### config.mk
export PLATFORM = sky130hd
export DESIGN_NAME = mem_arbiter
export DESIGN_NICKNAME = d
export VERILOG_FILES = /design/src/hdl/snd_pkg.sv /design/src/hdl/mem_arbiter.sv
export VERILOG_INCLUDE_DIRS = /design/src /design/src/hdl
export SDC_FILE = /design/constraint.sdc
export NUM_CORES = 1
export LEC_CHECK = 0
export ABC_AREA = 1
export BUFFER_PORTS_ARGS = -buffer_cell sky130_fd_sc_hd__buf_2
export CORE_UTILIZATION = 28
export DETAILED_ROUTE_END_ITERATION = 10
export PLACE_DENSITY = 0.78
export SLEW_MARGIN = 15
export SYNTH_ARGS = -nofsm -noshare
export SYNTH_HDL_FRONTEND = slang
export SYNTH_SLANG_ARGS = --single-unit
### constraint.sdc
create_clock -name clk -period 1 [get_ports clk]
set_input_delay 0.05 -clock clk [delete_from_list [all_inputs] [get_ports clk]]
set_output_delay 0.05 -clock clk [all_outputs]
set_load 0.02 [all_outputs]
### src/hdl/snd_macros.svh
// ####################
// Sound block sizes and addresses
// Sample memory geometry, pointer table location,
// sample rate divider and idle sample level
// ####################

`ifndef SND_MACROS_SVH
`define SND_MACROS_SVH

// 1 KB sample memory
`define SND_MEM_AW      10

// Byte address of the 16-bit pointer table
`define SND_TABLE_BASE  'h010

// Clocks per output sample
`define SND_SAMPLE_DIV  16

// Unsigned midpoint of an 8-bit sample
`define SND_PCM_IDLE    8'h80

`endif
### src/hdl/snd_pkg.sv
// ####################
// Sound block types
// Bus structs and state encodings shared by the RTL
// ####################

`include "snd_macros.svh"

package snd_pkg;

    typedef struct packed {
        logic        psel;
        logic        penable;
        logic        pwrite;
        logic [11:0] paddr;
        logic [7:0]  pwdata;
    } apb_req_t;

    typedef struct packed {
        logic [7:0] prdata;
        logic       pready;
        logic       pslverr;
    } apb_rsp_t;

    // One byte access to the sample memory
    typedef struct packed {
        logic                   req;
        logic                   we;
        logic [`SND_MEM_AW-1:0] addr;
        logic [7:0]             wdata;
    } mem_req_t;

    typedef struct packed {
        logic       valid;
        logic [7:0] rdata;
    } mem_rsp_t;

    typedef enum logic [1:0] {
        IDLE   = 2'd0,
        PTR_LO = 2'd1,
        PTR_HI = 2'd2,
        STREAM = 2'd3
    } pcm_state_e;

    // Register offsets, window bit clear
    typedef enum logic [10:0] {
        CTRL   = 11'h000,
        GAIN   = 11'h001,
        STATUS = 11'h002
    } reg_addr_e;

endpackage

### src/hdl/mem_arbiter.sv
// ####################
// Sample memory arbiter
// Fixed priority for the player, grant held
// until the memory answers
// ####################

`timescale 1ns/100ps

module mem_arbiter import snd_pkg::*; (
    input  logic     clk,
    input  logic     comb_rstn,
    input  mem_req_t player_req,
    output mem_rsp_t player_rsp,
    input  mem_req_t host_req,
    output mem_rsp_t host_rsp,
    output mem_req_t ram_req,
    input  mem_rsp_t ram_rsp
);

    logic pending;
    logic own_player;
    logic sel_player;

    // While a grant is open the owner keeps the mux
    assign sel_player = pending ? own_player : player_req.req;

    always_comb begin
        ram_req     = sel_player ? player_req : host_req;
        ram_req.req = ~pending & (player_req.req | host_req.req);
    end

    always_ff @(posedge clk or negedge comb_rstn) begin
        if (!comb_rstn) begin
            pending    <= 1'b0;
            own_player <= 1'b0;
        end else if (!pending) begin
            if (player_req.req | host_req.req) begin
                pending    <= 1'b1;
                own_player <= player_req.req;
            end
        end else if (ram_rsp.valid) begin
            pending <= 1'b0;
        end
    end

    assign player_rsp = '{valid: pending & own_player & ram_rsp.valid, rdata: ram_rsp.rdata};
    assign host_rsp   = '{valid: pending & ~own_player & ram_rsp.valid, rdata: ram_rsp.rdata};

endmodule

# Word level (Yosys, flattened, before mapping)

Index checks and enable logic that the tools add are counted.

ROM bits: 0
Memories: 0
Output and inout port bits: 38
Flip-flop bits (word level): 2
Word-level logic and storage cells: 16
Latch bits: 0
Bits in writable memories: 0
Bits of input ports: 51

Div/mod/pow operators: 0
Reduce and logical (&&, ||, !) cells: 1
Mux-type cells: 5
Bitwise operators: 8
Equality and inequality tests: 0
Shift-type cells: 0
$mul: 0
Order comparisons: 0
$add $sub $neg: 0

Operators with widths:

| cell              | count |
|---|---|
| $mux W19          | 1 |
| $and A1 B1 Y1     | 5 |
| $mux W1           | 4 |
| $not A1 Y1        | 2 |
| $reduce_and A2 Y1 | 1 |
| $or A1 B1 Y1      | 1 |

# Logic depth before layout (Yosys ltp)

Depth in word-level cells: 3
Mapped depth: 5
Gate-level depth less buffers: 4

# Worst setup path after synthesis

Ideal clock, no wire load.

Kind: register to output
Start point: register own_player
End point: output host_rsp[8] in the netlist's numbering
Setup slack: 0.035 ns
Arrival time: 0.915 ns
Required time: 0.950 ns
Path buffers: 1
Stages on the path, launching flop included: 5
Cells stage by stage: dfrtp_1 inv_1 nand2_1 buf_2 nor2_1

RTL lines:

| element                | RTL line          | text |
|---|---|---|
| start, declared        | mem_arbiter.sv:21 | `logic own_player;` |
| start signal, assigned | mem_arbiter.sv:39 | `own_player <= player_req.req;` |
| end, declared          | mem_arbiter.sv:15 | `output mem_rsp_t host_rsp,` |

==> metrics.yaml <==
clock_network:
  ctsLongestPathBuffers: 2
  root_buffer: "clkbuf_4"
  htreeDepth: 1
  cts_sinks: 2
  cts_tree: "built"
  cts_setup_buffers: 0
  clk_latency_ps: 220
  cts_inserted_buffers: 3
  clk_pin_slew_ps: 30
timing:
  maxSlewViolCount: 0
  timing.final.crit_share_pct: 128
  fmax_mhz: 782
  clock_skew_ps: 0.833
  report.final.setup_viol: 22
  fin_ws_ps: -279
  rsz0062_at_grt: "yes"
  min_period_ps: 1280
  hold_violations: 0
  slew_headroom_pct: 85.1
  fin_setup_tns_ps: -5690
  worstMarginPinSlew_ps: 224
detailed_routing:
  ant_nets: 0
  vias: 810
  drcViolationCount: 0
  wl_per_cell_um: 11.2
  drt_iter0_markers: 9
  drt-vias-per-instance: 4.68
  drt-total-wl_um: 1940
  dr.pass1.iters: 4
global_route:
  antenna_found_initial: 0
  grt_usage_pct: 16.6
  grt_max_degree: 23
  grt_first_pass_wirelength_um: 2550
  grt_pass1_vias: 647
  gr-total-overflow: 0
floorplanning:
  die_w_um: 46.5
  coreArea_um2: 1800
  start_util_pct: 30.8
  rows: 15
  die-area_um2: 2170
  die_height_um: 46.5
  boundaryPins: 89
logic_synthesis:
  synth_cells: 96
  ys_seq_area_share_pct: 9.01
  syn_area_per_cell_um2: 5.79
  yosys-top-cells-area: "nand3_1 (34%), buf_4 (22%), nand2_1 (16%)"
  synth_top_cell_by_area: "nand3_1"
  ys_ff_latch: 2
  synth_fp_nets: 147
  netlist_area_um2: 556
  yosysUniqueCellTypes: 12
  synth_warnings: 0
  synthDominantCellAreaShare_pct: 34.2
power_and_ir_drop:
  vdd_drop_max_mv: 1.13
  power_uw: 2070
  p_per_area_nw_per_um2: 2260
  p_leak_uw: 0.000569
critical_path:
  critPathBufInv: 3
  worstSetupPathType: "flip-flop to output pin"
  arrival_ps: 1230
  worstSetupEndpointType: "output pin"
  required_ps: 950
  worstSetupStartpointType: "flip-flop"
  rr_startpoint: "pending"
  crit_chain: "inv_2 -> buf_6 -> nand2_8 -> nand3_1 -> nand2_1 -> buf_2"
  max_stage_delay_ps: 400
  slowest_stage: "dfrtp_1"
  startpoint: "pending"
  cp_top_family: "flip-flops"
  critPathMaxFanout: 10
place:
  placed_area_um2: 778
  gp_congestion: 0.571
  port_buffers: 64
  dp_hpwl_um: 1410
finish:
  syn2layout_area_growth_pct: 65.1
  final_area_um2: 917
  final_net_count: 201
  n_antenna_cell: 0
  drive_gt1_share_pct: 58.8
run_status:
  outcome: "complete, but fails checks"
  failed_checks: "setup timing"
flow_run:
  cap_violations: 0
worst_hold_path:
  hp-start: "ram_rsp[8]"
  min_path_type: "input port to flip-flop"
-- state kept, by name (all words and copies together), names as in the netlist --
signal and flops:
pending 1, own_player 1
-- layout by cell type, fill, tap and decap left out, types with 3 or more instances in the layout --
cell type,count
nand3_2,4
nand2_2,3
buf_2,57
inv_2,3
buf_4,4
buf_6,9
nand2_1,20
clkbuf_4,3
nand3_1,34
-- timing repair --
item | in CTS | in global routing
endpoints found under the setup margin | 24 | 23
cloned | 1 | 0
pin swaps | 1 | 0
hold buffers | 1 | 0
gates resized for setup | 19 | 8
hold endpoints to repair | 2 | 0
-- worst reg2reg max path, cell delays in order, from the launching register on --
cell and delay, ps:
dfrtp_1 380, inv_2 70, buf_6 140, buf_4 130, nand2_2 50, o211ai_1 80
-- logic make-up after synthesis --
kind of cell	Yosys count	synth area share, %
compound gates	2	2.70
flops	2	9.01
simple gates	65	54.3
buf+inv	27	34.0
-- cell usage after synthesis --
cell and instances:
buf_4 16, nand2_2 1, dfrtp_1 2, nand3_1 38, buf_6 3, nor2_1 2
o211ai_1 2, inv_1 2, buf_2 4, nand2_1 23, inv_2 2, nand2_4 1
-- path summary, 6_finish.rpt --
check | end | slack (ps) | cells after the start
setup / recovery | ram_req[1] | -280 | 6
hold / removal | pending | 70 | 2
setup reg to reg | pending | 0 | 5
hold reg to reg | own_player | 590 | 2
max in group asynchronous | own_player | 770 | 2
min in group asynchronous | pending | 140 | 2
-- area by class of cell --
cell class / instances / area (µm²)
Inverter: 4 / 15.0
Timing Repair Buffer: 71 / 427
Sequential cell: 2 / 50.0
Multi-Input combinational cell: 68 / 372
Tap cell: 25 / 31.3
Fill cell: 200 / 885
Clock buffer: 3 / 22.5
-- layer usage --
metal	GRT usage [%]	vias to the layer above	share of wire [%]
met5	0	-	0
met3	3.14	6	5.7
met2	28.3	31	54
li1	-	410	-
met4	10.6	0	1.1
met1	18.4	363	39
-- per-stage QoR --
step                      hold WS (ps)  util [%]  std cells  setup slack, ps
after floorplan                   -246         -         96             34.9
after global placement            -164      43.2        168            -84.4
after detailed placement          -160      43.2        168             -128
after CTS                         63.6      49.2        173             -286
after global routing              87.4      50.9        173             -349
final                             70.2      50.9        173             -279
-- power breakdown --
group	total (µW)	internal, µW	switching (µW)
registers	135	110	25.0
clock network	177	132	44.8
logic	1760	711	1050
(Power assumes the default switching activity.)
