File: src/hdl/snd_macros.svh
// ####################
// Sound block sizes and addresses
// Sample memory geometry, pointer table location,
// sample rate divider and idle sample level
// ####################

`ifndef SND_MACROS_SVH
`define SND_MACROS_SVH

// 1 KB sample memory
`define SND_MEM_AW      10

// Byte address of the 16-bit pointer table
`define SND_TABLE_BASE  'h010

// Clocks per output sample
`define SND_SAMPLE_DIV  16

// Unsigned midpoint of an 8-bit sample
`define SND_PCM_IDLE    8'h80

`endif
File: src/hdl/snd_pkg.sv
// ####################
// Sound block types
// Bus structs and state encodings shared by the RTL
// ####################

`include "snd_macros.svh"

package snd_pkg;

    typedef struct packed {
        logic        psel;
        logic        penable;
        logic        pwrite;
        logic [11:0] paddr;
        logic [7:0]  pwdata;
    } apb_req_t;

    typedef struct packed {
        logic [7:0] prdata;
        logic       pready;
        logic       pslverr;
    } apb_rsp_t;

    // One byte access to the sample memory
    typedef struct packed {
        logic                   req;
        logic                   we;
        logic [`SND_MEM_AW-1:0] addr;
        logic [7:0]             wdata;
    } mem_req_t;

    typedef struct packed {
        logic       valid;
        logic [7:0] rdata;
    } mem_rsp_t;

    typedef enum logic [1:0] {
        IDLE   = 2'd0,
        PTR_LO = 2'd1,
        PTR_HI = 2'd2,
        STREAM = 2'd3
    } pcm_state_e;

    // Register offsets, window bit clear
    typedef enum logic [10:0] {
        CTRL   = 11'h000,
        GAIN   = 11'h001,
        STATUS = 11'h002
    } reg_addr_e;

endpackage

File: src/hdl/snd_regs.sv
// ####################
// APB register block
// Control, gain and status registers plus a byte
// window onto the shared sample memory
// ####################

`timescale 1ns/100ps
`include "snd_macros.svh"

module snd_regs import snd_pkg::*; (
    input  logic       clk,
    input  logic       comb_rstn,
    input  apb_req_t   apb_req,
    output apb_rsp_t   apb_rsp,
    output mem_req_t   mem_req,
    input  mem_rsp_t   mem_rsp,
    output logic       play,
    output logic [5:0] play_index,
    output logic [1:0] gain_level,
    output logic       pcm_en,
    input  logic       busy,
    input  pcm_state_e pcm_st
);

    logic                   setup;
    logic                   win;
    logic                   known;
    logic                   reg_wr;
    logic                   mem_done;
    reg_addr_e              reg_off;
    logic                   pready_q;
    logic                   pslverr_q;
    logic [7:0]             prdata_q;
    logic                   mreq_q;
    logic                   mwe_q;
    logic [`SND_MEM_AW-1:0] maddr_q;
    logic [7:0]             mwdata_q;

    assign setup    = apb_req.psel & ~apb_req.penable;
    assign win      = apb_req.paddr[11];
    assign reg_off  = reg_addr_e'(apb_req.paddr[10:0]);
    assign known    = reg_off inside {CTRL, GAIN, STATUS};
    assign reg_wr   = apb_req.psel & apb_req.penable & pready_q & apb_req.pwrite & ~win;
    assign mem_done = mreq_q & mem_rsp.valid;

    always_ff @(posedge clk or negedge comb_rstn) begin
        if (!comb_rstn) begin
            pready_q   <= 1'b0;
            pslverr_q  <= 1'b0;
            mreq_q     <= 1'b0;
            play       <= 1'b0;
            play_index <= '0;
            gain_level <= '0;
            pcm_en     <= 1'b0;
        end else begin
            pready_q <= 1'b0;
            play     <= 1'b0;
            // Registers answer in the first access cycle
            if (setup) begin
                if (win) begin
                    mreq_q    <= 1'b1;
                    pslverr_q <= 1'b0;
                end else begin
                    pready_q  <= 1'b1;
                    pslverr_q <= ~known;
                end
            end
            // Window request held until the arbiter returns data
            if (mem_done) begin
                mreq_q   <= 1'b0;
                pready_q <= 1'b1;
            end
            if (reg_wr) begin
                case (reg_off)
                    CTRL: begin
                        play       <= 1'b1;
                        play_index <= apb_req.pwdata[5:0];
                    end
                    GAIN: begin
                        gain_level <= apb_req.pwdata[1:0];
                        pcm_en     <= apb_req.pwdata[7];
                    end
                    default: ;
                endcase
            end
        end
    end

    always_ff @(posedge clk) begin
        if (setup) begin
            maddr_q  <= apb_req.paddr[`SND_MEM_AW-1:0];
            mwe_q    <= apb_req.pwrite;
            mwdata_q <= apb_req.pwdata;
            case (reg_off)
                CTRL:    prdata_q <= {2'b00, play_index};
                GAIN:    prdata_q <= {pcm_en, 5'd0, gain_level};
                STATUS:  prdata_q <= {busy, 5'd0, pcm_st};
                default: prdata_q <= 8'h00;
            endcase
        end
        if (mem_done) begin
            prdata_q <= mem_rsp.rdata;
        end
    end

    assign apb_rsp = '{prdata: prdata_q, pready: pready_q, pslverr: pslverr_q};
    assign mem_req = '{req: mreq_q, we: mwe_q, addr: maddr_q, wdata: mwdata_q};

endmodule

File: config.mk
export PLATFORM = sky130hd
export DESIGN_NAME = snd_regs
export DESIGN_NICKNAME = d
export VERILOG_FILES = /design/src/hdl/snd_pkg.sv /design/src/hdl/snd_regs.sv
export VERILOG_INCLUDE_DIRS = /design/src /design/src/hdl
export SDC_FILE = /design/constraint.sdc
export NUM_CORES = 1
export LEC_CHECK = 0
export BUFFER_PORTS_ARGS = -buffer_cell sky130_fd_sc_hd__buf_2
export CAP_MARGIN = 15
export CORE_AREA = 2 2 102 55
export CTS_CLUSTER_SIZE = 28
export DETAILED_ROUTE_END_ITERATION = 8
export DIE_AREA = 0 0 104 57
export PLACE_DENSITY = 0.64
export SLEW_MARGIN = 20
export SYNTH_ARGS = -nofsm -noshare
export SYNTH_HDL_FRONTEND = slang
export SYNTH_SLANG_ARGS = --single-unit
File: constraint.sdc
create_clock -name clk -period 1.26 [get_ports clk]
set_input_delay 0.126 -clock clk [delete_from_list [all_inputs] [get_ports clk]]
set_output_delay 0.126 -clock clk [all_outputs]
set_load 0.03 [all_outputs]
# Yosys cells after proc, flatten, opt, wreduce, memory -nomap -nowiden
# Index checks and enable logic that the tools add are counted.
[word_totals]
ff_bits = 40
inputBits = 37
elab_cells = 41
output_inout_bits = 40
[classes]
mux = 12
eq_ne = 2
bitwise_logic = 9
reduce_logical = 7
[op_table]
columns = ["operator", "count"]
rows = [
  ["8-bit one-hot mux with 3 select lines", 1],
  ["8-bit 2-to-1 mux", 2],
  ["11-bit by 1-bit == test with 1-bit output, second input constant", 1],
  ["11-bit by 2-bit == test with 1-bit output, second input constant", 1],
  ["11-bit zero test", 1],
  ["1-bit 2-to-1 mux", 9],
  ["1-bit AND", 6],
  ["2-bit AND reduction", 3],
  ["2-bit nonzero test", 2],
  ["1-bit NOT", 3],
  ["3-bit nonzero test", 1],
]

# Depth between registers and ports, before layout
[depth]
depth_word = 5
depth_mapped = 4

# Worst setup path after synthesis
# Ideal clock, no wire load.
[synth_timing]
path_type = "input port to flip-flop"
from = "input apb_req[13] (netlist name)"
to = "register play_index[0]"
cell_stages = 4
setup_ps = 125
path_slack_ps = -334
path_buffers = 0
t_arrival_ps = 1469
path_cell_list = "or4_4 nor4_4 nand3_4 mux2_2"
[synth_via]
elab_chain_cells = 2
[synth_rtl]
columns = ["item", "line", "source"]
rows = [
  ["start, declared", "snd_regs.sv:13", "input apb_req_t apb_req,"],
  ["11-bit zero test", "snd_regs.sv:74", "case (reg_off)"],
  ["2-bit AND reduction (no source line)", "-", ""],
  ["end signal, assigned", "snd_regs.sv:77", "play_index <= apb_req.pwdata[5:0];"],
  ["end, declared", "snd_regs.sv:18", "output logic [5:0] play_index,"],
]
# No other way between the ends.
# A chain may end at the register's enable or synchronous reset.

# Worst setup path in the final report
[layout_timing]
from = "input apb_req[18] (netlist name)"
to = "register play_index[3]"
# Same word-level chain as after synthesis.

==> out/metrics.yaml <==
logic_synthesis:
  ys_types: 29
  syn-num-nets: 145
  ys_warn_count: 0
  ys_seq_area_share_pct: 70.9
  avgSynthCellArea_um2: 14.8
  syn_area_um2: 1600
  synth_flop_cell: "edfxtp_1"
  synthCells: 108
  synth_edf_count: 27
  synth_seq_cells: 40
  async_flop_share_pct: 32.5
power:
  irDropWorstVdd_v: 0.000570
  leakage_uw: 0.00107
  power_density_nw_per_um2: 1460
timing:
  setup-violations-final: 10
  rsz0062_at_grt: "yes"
  slew-limit-headroom_pct: 75.3
  hold_violations: 0
  period_needed_ns: 1.33
  finalClockSkew_ns: 0.0103
  tightest_slew_ns: 0.370
  max_freq_mhz: 753
  layout_setup_ws_ns: -0.0685
  finalCritPeriodShare_pct: 105
  drv_slew: 0
floorplanning:
  rows: 19
  chipWidth_um: 104
  io_pins: 77
  die_h_um: 57
  core_um2: 5130
  initial_core_util_pct: 31.2
  dieArea_um2: 5930
critical_path:
  arrival_ns: 1.51
  rrSetupSlack_ns: -0.01
  crit_start: "apb_req[18]"
  crit_end: "play_index[3]"
  start_kind: "input pin"
  endpoint_kind: "register"
  critPathKind: "in -> reg"
  reg2reg_from: "pready_q"
  reg2regPathDepth: 4
  cp_max_fo: 6
  r2r_end: "play_index[3]"
  required_ns: 1.44
clocking:
  cts_root_buf: "clkbuf_8"
  cts_tree: "yes"
  cts-buffers-inserted: 5
  htree_levels: 2
  clock_latency_ns: 0.29
  clk_pin_slew_worst_paths_ns: 0.07
  post_cts_buffers: 0
  cts.sinks: 40
  clk_path_buf_depth: 2
route:
  routed_wl_um: 3870
  highest_layer: "met4"
  routedWlPerCell_um: 14.0
  wl_met1_um: 1910
  wl_met3_um: 284
  remaining_drc_errors: 0
  postRouteAntennaNets: 0
  dr.first_iter.drc_count: 47
  met2_length_um: 1630
  viasPerCell: 4.51
  vias: 1244
  first_pass_iters: 4
final_layout:
  antenna_cells: 0
  multi_input_area_um2: 457
  drive_above_1_share_pct: 55.2
  area.sequential_um2: 1140
  nNetsFinal: 239
  layout.cells.most_common: "buf_2"
  mostFrequentLayoutCells: "buf_2, edfxtp_1, nand2_1"
  utilization_pct: 45.9
  area_growth_pct: 47.2
  fill_cells: 496
run_status:
  status: "finished with violations"
  failed_checks: "setup timing"
global_routing:
  grt_first_pass_wirelength_um: 6180
  antenna_found_initial: 0
  grt_max_degree: 14
  grt_util_all_layers_pct: 14.0
  grt_pass1_vias: 1272
  grt_overflow: 0
placed_design:
  place.port_buffers: 76
  post-place-ws_ns: -0.449
  gp_congestion: 0.801
  hpwl_um: 3020
run:
  maxCapViolCount: 0
worst_hold_path:
  hp-class: "in -> reg"
  hold_start: "apb_req[2]"
## power by group
part	total (µW)	switching, µW	internal [µW]
clock	1230	441	792
combinational	651	429	223
sequential	1570	32.4	1540
total	3450	902	2550
## cell type report
| class | count | area share (%) |
|---|---|---|
| timing repair buffer | 92 | 22.8 |
| clock buffer | 6 | 3.08 |
| clock inverter | 2 | 2.55 |
| inverter | 1 | 0.159 |
| multi-input combinational | 62 | 19.4 |
| sequential | 40 | 48.2 |
| tap | 73 | 3.87 |
## sequential cells by signal, indices dropped and copies added, names as in the netlist, 2 cells and up
signal / flops
mwdata_q: 8
gain_level: 2
maddr_q: 10
prdata_q: 8
play_index: 6
## timing repair
| action | 4_1_cts | 5_1_grt |
|---|---|---|
| setup endpoints to repair | 16 | 15 |
| hold buffers | 2 | 1 |
| pin swaps | 3 | 1 |
| endpoints found under the hold margin | 14 | 1 |
| resized for setup | 5 | 6 |
## worst min-delay path by stage
stage                          endpoint  cells past startpoint
final                       mwdata_q[2]                      1
after global routing         maddr_q[8]                      1
after CTS                    maddr_q[9]                      1
after detailed placement  play_index[0]                      1
after global placement    gain_level[1]                      1
after floorplan           gain_level[0]                      0
## routing by layer
layer | up-vias | track usage (%)
li1 | 589 | -
met1 | 609 | 18.7
met2 | 42 | 20.2
met3 | 4 | 6.17
met4 | 0 | 5.79
met5 | - | 0
## synth_stat cells, types with 2 or more instances
cell       instances  share of area (%)
nor2b_1            3                1.2
a2bb2oi_1          2                1.1
o31ai_1            2               0.94
edfxtp_1          27                 51
nor2_1             5                1.2
buf_4              4                1.9
nand2_1           16                3.8
o21ai_0            5                1.6
mux2_2             9                6.3
a31oi_1            2               0.78
dfrtp_1           13                 20
a22o_1             2                1.1
a21oi_1            2               0.63
## cells by family (layout without fill, tap and decap cells)
logic type             count (synthesis)  in the layout  synth area share [%]
flip-flops                            40             40                  70.9
buffers and inverters                  6            101                  2.34
multiplexers                           9              9                  6.33
AND/OR/NAND/NOR                       38             38                  14.3
AO/OA/AOI/OAI                         15             15                  6.09
## stage by stage
stage	hold slack (ns)	total power, µW	instances	cell area [µm²]	TNS, ns
detailed placement	0.0315	2230	265	2150	-6.61
global route	0.0146	3610	276	2360	-0.849
floorplan	-0.170	1980	108	1600	-4.61
CTS	0.00837	3480	275	2320	-0.459
global placement	0.0358	2230	265	2150	-6.39
finish	0.0269	3450	276	2360	-0.365
## critical path, stage by stage
cell and delay [ns]:
buf_6 0.09, or4_4 0.54, nor4_4 0.15, buf_6 0.16, nand3_4 0.12, mux2_4 0.31
Power figures use the tool's default switching activity.
