[config.mk]
export PLATFORM = sky130hd
export DESIGN_NAME = pcm_player
export DESIGN_NICKNAME = d
export VERILOG_FILES = /design/src/hdl/snd_pkg.sv /design/src/hdl/pcm_player.sv
export VERILOG_INCLUDE_DIRS = /design/src /design/src/hdl
export SDC_FILE = /design/constraint.sdc
export NUM_CORES = 1
export LEC_CHECK = 0
export BUFFER_PORTS_ARGS = -buffer_cell sky130_fd_sc_hd__buf_2
export CORE_ASPECT_RATIO = 0.9
export CORE_UTILIZATION = 55
export CTS_CLUSTER_SIZE = 12
export DETAILED_ROUTE_END_ITERATION = 7
export GPL_TIMING_DRIVEN = 0
export PLACE_DENSITY_LB_ADDON = 0.25
export REMOVE_ABC_BUFFERS = 1
export SYNTH_ARGS = -nofsm -noshare
export SYNTH_HDL_FRONTEND = slang
export SYNTH_SLANG_ARGS = --single-unit
[constraint.sdc]
create_clock -name clk -period 3.9 [get_ports clk]
set_input_delay 0.195 -clock clk [delete_from_list [all_inputs] [get_ports clk]]
set_output_delay 0.195 -clock clk [all_outputs]
set_load 0.01 [all_outputs]
[src/hdl/snd_macros.svh]
// ####################
// Sound block sizes and addresses
// Sample memory geometry, pointer table location,
// sample rate divider and idle sample level
// ####################

`ifndef SND_MACROS_SVH
`define SND_MACROS_SVH

// 1 KB sample memory
`define SND_MEM_AW      10

// Byte address of the 16-bit pointer table
`define SND_TABLE_BASE  'h010

// Clocks per output sample
`define SND_SAMPLE_DIV  16

// Unsigned midpoint of an 8-bit sample
`define SND_PCM_IDLE    8'h80

`endif
[src/hdl/snd_pkg.sv]
// ####################
// Sound block types
// Bus structs and state encodings shared by the RTL
// ####################

`include "snd_macros.svh"

package snd_pkg;

    typedef struct packed {
        logic        psel;
        logic        penable;
        logic        pwrite;
        logic [11:0] paddr;
        logic [7:0]  pwdata;
    } apb_req_t;

    typedef struct packed {
        logic [7:0] prdata;
        logic       pready;
        logic       pslverr;
    } apb_rsp_t;

    // One byte access to the sample memory
    typedef struct packed {
        logic                   req;
        logic                   we;
        logic [`SND_MEM_AW-1:0] addr;
        logic [7:0]             wdata;
    } mem_req_t;

    typedef struct packed {
        logic       valid;
        logic [7:0] rdata;
    } mem_rsp_t;

    typedef enum logic [1:0] {
        IDLE   = 2'd0,
        PTR_LO = 2'd1,
        PTR_HI = 2'd2,
        STREAM = 2'd3
    } pcm_state_e;

    // Register offsets, window bit clear
    typedef enum logic [10:0] {
        CTRL   = 11'h000,
        GAIN   = 11'h001,
        STATUS = 11'h002
    } reg_addr_e;

endpackage

[src/hdl/pcm_player.sv]
// ####################
// PCM sample player
// Fetches a start pointer from the table, streams
// unsigned bytes until a zero and scales them by
// the selected gain into a signed 16-bit output
// ####################

`timescale 1ns/100ps
`include "snd_macros.svh"

module pcm_player import snd_pkg::*; (
    input  logic               clk,
    input  logic               comb_rstn,
    input  logic               play,
    input  logic [5:0]         play_index,
    input  logic [1:0]         gain_level,
    input  logic               pcm_en,
    output mem_req_t           mem_req,
    input  mem_rsp_t           mem_rsp,
    output logic               busy,
    output pcm_state_e         pcm_st,
    output logic               sample,
    output logic signed [15:0] snd
);

    localparam int DIV_W = $clog2(`SND_SAMPLE_DIV);

    pcm_state_e             state;
    logic [DIV_W-1:0]       div_cnt;
    logic                   tick;
    logic                   play_pend;
    logic [5:0]             idx_q;
    logic                   req_q;
    logic [`SND_MEM_AW-1:0] rd_addr;
    logic                   end_flag;
    logic [7:0]             ptr_lo;
    logic [7:0]             ptr_hi;
    logic [7:0]             held;
    logic [3:0]             gain_mult;
    logic signed [8:0]      diff;
    logic signed [15:0]     prod;

    assign tick = (div_cnt == DIV_W'(`SND_SAMPLE_DIV - 1));

    // Gain stage on the held byte
    always_comb begin
        case (gain_level)
            2'd0:    gain_mult = 4'd2;
            2'd1:    gain_mult = 4'd5;
            2'd2:    gain_mult = 4'd7;
            default: gain_mult = 4'd9;
        endcase
        diff = $signed({1'b0, held}) - $signed({1'b0, `SND_PCM_IDLE});
        prod = diff * $signed({1'b0, gain_mult});
    end

    always_ff @(posedge clk or negedge comb_rstn) begin
        if (!comb_rstn) begin
            div_cnt   <= '0;
            sample    <= 1'b0;
            state     <= IDLE;
            play_pend <= 1'b0;
            idx_q     <= '0;
            req_q     <= 1'b0;
            rd_addr   <= '0;
            end_flag  <= 1'b0;
            snd       <= '0;
        end else begin
            sample  <= tick;
            div_cnt <= tick ? '0 : div_cnt + 1'b1;
            if (mem_rsp.valid) begin
                req_q <= 1'b0;
                if (state == STREAM) begin
                    end_flag <= (mem_rsp.rdata == 8'h00) || (&rd_addr);
                end
            end
            if (tick) begin
                snd <= '0;
                if (play_pend) begin
                    play_pend <= 1'b0;
                    state     <= PTR_LO;
                    rd_addr   <= `SND_MEM_AW'(`SND_TABLE_BASE) + `SND_MEM_AW'({idx_q, 1'b0});
                    req_q     <= 1'b1;
                end else begin
                    case (state)
                        PTR_LO: begin
                            state   <= PTR_HI;
                            rd_addr <= rd_addr + 1'b1;
                            req_q   <= 1'b1;
                        end
                        PTR_HI: begin
                            state   <= STREAM;
                            rd_addr <= {ptr_hi[`SND_MEM_AW-9:0], ptr_lo};
                            req_q   <= 1'b1;
                        end
                        STREAM: begin
                            if (end_flag) begin
                                state <= IDLE;
                            end else begin
                                snd     <= pcm_en ? prod : 16'sd0;
                                rd_addr <= rd_addr + 1'b1;
                                req_q   <= 1'b1;
                            end
                        end
                        default: ;
                    endcase
                end
            end
            // A new trigger waits for the next tick
            if (play) begin
                play_pend <= 1'b1;
                idx_q     <= play_index;
            end
        end
    end

    // Pointer bytes and the last nonzero sample
    always_ff @(posedge clk) begin
        if (mem_rsp.valid) begin
            case (state)
                PTR_LO: ptr_lo <= mem_rsp.rdata;
                PTR_HI: ptr_hi <= mem_rsp.rdata;
                STREAM: if (mem_rsp.rdata != 8'h00) held <= mem_rsp.rdata;
                default: ;
            endcase
        end
    end

    assign mem_req = '{req: req_q, we: 1'b0, addr: rd_addr, wdata: 8'h00};
    assign busy    = (state != IDLE) | play_pend;
    assign pcm_st  = state;

endmodule

* Yosys cells after proc, flatten, opt, wreduce, memory -nomap -nowiden *
Cells that the tools add are included.
W data, S select, Z words.

cells by class
  add/sub/neg operators = 4
  multiply operators = 1
  equality and inequality tests = 8
  multiplexer cells = 19
  bitwise logic cells = 1
  reduce and logical (&&, ||, !) cells = 15

operators by type and width
  cell                     count
  $mux W16                 4
  $pmux W10 S3             1
  $mux W10                 2
  $mul A9 B5 Y14           1
  $pmux W4 S3              1
  $add A10 B1 Y10 const B  1
  $reduce_and A10 Y1       1
  $reduce_and A3 Y1        3
  $sub A8 B8 Y9 const B    1
  $add A5 B7 Y8 const A    1
  $logic_not A8 Y1         1
  $reduce_bool A8 Y1       1
  $eq A2 B2 Y1 const B     3
  $mux W1                  6
  $ne A3 B3 Y1 const B     2
  $pmux W2 S3              1
  $reduce_and A2 Y1        3
  $add A4 B1 Y4 const B    1
  $eq A2 B1 Y1 const B     2
  $eq A4 B4 Y1 const B     1
  $mux W2                  2
  $mux W4                  1
  $reduce_bool A2 Y1       2
  $reduce_bool A4 Y1       1
  5 further kinds          5

word-level totals
  register bits = 60
  input port bits = 21
  word-level logic and storage cells = 60

* Longest topological paths before layout *
  depth after elaboration = 7
  mapped depth = 15
  mapped depth without buffers = 15

* Least setup slack after synthesis *
Ideal clock, no wire load.

  path kind = in2reg
  start point = input gain_level[0]
  end point = register snd[10]
  arrival = 3335 ps
  required time = 3779 ps
  setup slack = 444 ps
  cell stages on the path = 14
  path buffers = 0
  cell sequence = inv_1 > ha_1 > and2_1 > ha_1 > inv_1 > fa_1 > fa_1 > inv_1 > ha_1 > a211oi_1 > o21ai_0 > a31oi_1 > xnor2_1 > a22o_1

between the ends
  longest elaborated chain between the ends = 7
  elaborated cells between the ends (all ways) = 9

RTL lines
  what                                        line               source
  from (decl)                                 pcm_player.sv:16   input logic [1:0] gain_level,
  $eq A2 B2 Y1, or another cell as far along  pcm_player.sv:47   case (gain_level)
  $pmux W4 S3 (*)                             pcm_player.sv:47
  $mul A9 B5 Y14 (*)                          pcm_player.sv:54   prod = diff * $signed({1'b0, gain_mult});
  $mux W16 (*)                                pcm_player.sv:100  snd <= pcm_en ? prod : 16'sd0;
  $mux W16 (*)                                pcm_player.sv:97   if (end_flag) begin
  $mux W16 (*)                                pcm_player.sv:85   case (state)
  $mux W16 (*)                                pcm_player.sv:79   if (play_pend) begin
  to (signal assigned)                        pcm_player.sv:100
  to (decl)                                   pcm_player.sv:23   output logic signed [15:0] snd

Every way passes the cells marked *; elsewhere a longest branch is shown, timed or not.
A chain may end at the register's enable or synchronous reset.

* Worst setup path in the final report *
Ends and elaborated chain as after synthesis.

==> flow_summary.toml <==
[worst_setup_path]
timing.critical_path.from_type = "input port"
crit-reg2reg-capture = "snd[10]"
timing.critical_path.arrival_ns = 3.87
critical_path.reg2reg.startpoint = "held[2]"
critPathLaunch = "gain_level[0]"
timing_worst_setup_path_type = "in -> reg"
critical_path.endpoint_type = "flip-flop"
worst_r2r_path_depth = 12
crit_path_max_fanout = 9
critical-path-max-stage-delay_ns = 0.54
worstPathRequired_ns = 4.12
setup.reg_to_reg.worst_slack_ns = 0.39
critical_path.slowest_cell = "sky130_fd_sc_hd__fa_1"
timing.critical_path.cells = "buf_2 -> inv_1 -> ha_1 -> and2_1 -> ha_1 -> inv_1 -> fa_1 -> fa_1 -> inv_1 -> ha_1 -> a211oi_1 -> o21ai_0 -> a31oi_1 -> xnor2_1 -> a22o_1"

[floorplan]
die-height_um = 82.5
initial_utilization = 0.586
core_area_um2 = 6760
placementRows = 28
top_level_ports = 61
die_width_um = 91.5
die_area_um2 = 7550

[placed_design]
port_buffers = 51
hpwlAfterDp_um = 6060
dpl.cell_count = 508
detailed_place.area_um2 = 4240
gp_congestion = 0.838

[timing]
final_period_minus_worst_setup_slack_ns = 3.65
fmax_mhz = 274
fin_hold_ws_ns = -0.00481
unrepaired_setup_endpoints_after_global_routing = "no"
min_period_over_period = 0.936
final_hold_viol_count = 15
setup_violations = 0
max-slew-margin-rel = 0.218
timing_max_transition_violations_final = 0
worst-slew-pin-transition_ns = 1.17
fin_skew_ns = 0.00659

[finish]
multiInputGateArea_um2 = 2150
ant_cells = 0
post_layout_nonfiller_instances = 524
area.growth.synth_to_final_pct = 12.2
num-fill-cells = 529
finish.instance_area_um2 = 4450
nets = 503
regArea_um2 = 1540
drive_above_1_share = 0.191

[worst_hold_path]
worstHoldPathType = "in -> async"

[clocking]
cts_made_buffers = 9
cts_hold_repair.buffers = 0
number_of_gates_resized_after_cts = 0
worst_setup_hold_path_clk_slew_ns = 0.06
post_cts_buffers = 0
root_buffer_cell = "sky130_fd_sc_hd__clkbuf_8"
cts.path.max_buffers = 2
ctsHtreeMaxLevel = 3
insertion_delay_ns = 0.34
clock_sink_count = 58
cts_tree = "yes"

[routing]
route.final.wire_length_um = 8050
drt-vias-per-instance = 5.50
1st_pass_router_iterations = 4
remaining_drc_errors = 0
drt_iter0_markers = 122
ant_nets = 0
num_vias = 2882
detail_route.wl_per_cell_um = 15.4

[pwr]
p_leak_nw = 2.22
irDropWorstVdd_v = 0.000207
power-per-cell-area_nw_per_um2 = 352
report.power.total_mw = 1.56

[grt]
first_global_vias = 2766
grt_overflow = 0
grt_max_degree = 41
number_of_antenna_violations_at_the_first_check_in_global_routing = 0
grt_use_total = 0.232
wire_length_of_the_first_global_routing_pass_um = 13200

[synthesis]
synth-edff-count = 18
syn-mean-instance-area_um2 = 10.4
seq_area_frac_synth = 0.389
synth-async-reset-ratio = 0.690
synth.lib_cells_used.distinct = 51
ys.flop_type = "sky130_fd_sc_hd__dfrtp_1"
post_synth_design_cell_area_um2 = 3960
synth_seq_cells = 58
synthesis.yosys.warnings = 0
netlist_instances = 381

[status]
run_status = "finished, violations left"
failed_checks = "negative hold slack"

[run]
cap_violations = 0
==> cell type report <==
type / count / share of cell area
Inverter: 47 / 0.0397
Multi-Input combinational cell: 262 / 0.484
Sequential cell: 58 / 0.347
Timing Repair Buffer: 51 / 0.0574
Clock inverter: 6 / 0.0183
Tap cell: 90 / 0.0253
Clock buffer: 10 / 0.0287
==> critical path: cells and delay by family <==
| kind | cells | cell delay, ns |
|---|---|---|
| xor+xnor | 1 | 0.10 |
| compound gates | 4 | 0.94 |
| buf+inv | 4 | 0.37 |
| fa+ha+maj | 5 | 2.07 |
| simple gates | 1 | 0.20 |
==> through the flow <==
stage / TNS [ns] / util / setup WS, ns
floorplan: 0 / - / 0.444
CTS: 0 / 0.658 / 0.240
detailed placement: -0.338 / 0.627 / -0.115
global route: 0 / 0.658 / 0.105
finish: 0 / 0.658 / 0.251
global placement: -0.0895 / 0.626 / -0.0573
==> synth_stat cells (all sizes together) (4+ instances only) <==
| library cell | count | area [µm²] |
|---|---|---|
| a21oi | 14 | 70.1 |
| xor2 | 6 | 52.6 |
| a31oi | 4 | 25.0 |
| a21o | 10 | 75.1 |
| o21ai | 20 | 100 |
| clkbuf | 8 | 30.0 |
| a22o | 12 | 105 |
| edfxtp | 18 | 541 |
| ha | 35 | 438 |
| a211oi | 4 | 30.0 |
| xnor2 | 10 | 87.6 |
| nand3 | 6 | 30.0 |
| fa | 18 | 360 |
| nor2 | 9 | 33.8 |
| inv | 47 | 176 |
| nand2 | 27 | 101 |
| mux2 | 6 | 67.6 |
| nor2b | 12 | 75.1 |
| buf | 14 | 98.8 |
| dfrtp | 40 | 1000 |
| and2 | 17 | 106 |
==> flip-flops by register name, indices dropped and copies added (netlist names), 2 cells and up <==
register,flops
held,8
idx_q,6
snd,14
pcm_st,2
div_cnt,4
ptr_lo,8
ptr_hi,2
rd_addr,10
==> worst max path at each step <==
stage / to / slack (ns) / depth (start not counted)
floorplan: snd[10] / 0.44 / 14
global placement: snd[10] / -0.06 / 15
detailed placement: snd[10] / -0.12 / 15
CTS: snd[10] / 0.24 / 15
global route: snd[8] / 0.11 / 15
finish: snd[10] / 0.25 / 15
==> placed cells by master, fill, tap and decap left out, types with 3 or more instances in the layout <==
cell type                  synthesis  final
sky130_fd_sc_hd__or2_2             3      3
sky130_fd_sc_hd__a22o_1           12     12
sky130_fd_sc_hd__a21o_1           10     10
sky130_fd_sc_hd__conb_1            1      9
sky130_fd_sc_hd__dfrtp_1          40     40
sky130_fd_sc_hd__nand2_1          27     27
sky130_fd_sc_hd__xor2_1            6      6
sky130_fd_sc_hd__xnor2_1          10     10
sky130_fd_sc_hd__a21oi_1          14     14
sky130_fd_sc_hd__mux2_2            6      6
sky130_fd_sc_hd__edfxtp_1         18     18
sky130_fd_sc_hd__nor2_1            9      9
sky130_fd_sc_hd__a211oi_1          4      4
sky130_fd_sc_hd__a31oi_1           4      4
sky130_fd_sc_hd__clkbuf_8          0      9
sky130_fd_sc_hd__and2_1           17     17
sky130_fd_sc_hd__buf_2             1     51
sky130_fd_sc_hd__nor2b_1          12     12
sky130_fd_sc_hd__nand3_1           6      6
sky130_fd_sc_hd__fa_1             18     18
sky130_fd_sc_hd__mux2i_1           3      3
sky130_fd_sc_hd__nand2b_1          3      3
sky130_fd_sc_hd__o21ai_0          20     20
sky130_fd_sc_hd__ha_1             35     35
sky130_fd_sc_hd__inv_1            47     47
sky130_fd_sc_hd__nor4_1            3      3
==> logic make-up after synthesis <==
kind of cell             after synthesis  synth area share
other                                  1          0.000946
AND/OR/NAND/NOR                       91             0.124
XOR/XNOR                              16            0.0354
buffers and inverters                 69            0.0770
multiplexers                           9            0.0246
adder cells (fa/ha/maj)               53             0.201
AO/OA/AOI/OAI                         84             0.147
flip-flops                            58             0.389
==> per-layer routing <==
metal | GRT usage | wire (µm) | vias to the layer above
met5 | 0 | 0 | -
met4 | 0.0778 | 94 | 0
met3 | 0.0586 | 414 | 11
met2 | 0.365 | 3730 | 84
met1 | 0.316 | 3810 | 1396
li1 | - | - | 1391
==> power by group <==
group	switching [mW]	internal, mW	total (mW)
clock	0.238	0.355	0.594
combinational	0.166	0.128	0.294
sequential	0.0265	0.650	0.676
(Power assumes the default switching activity.)
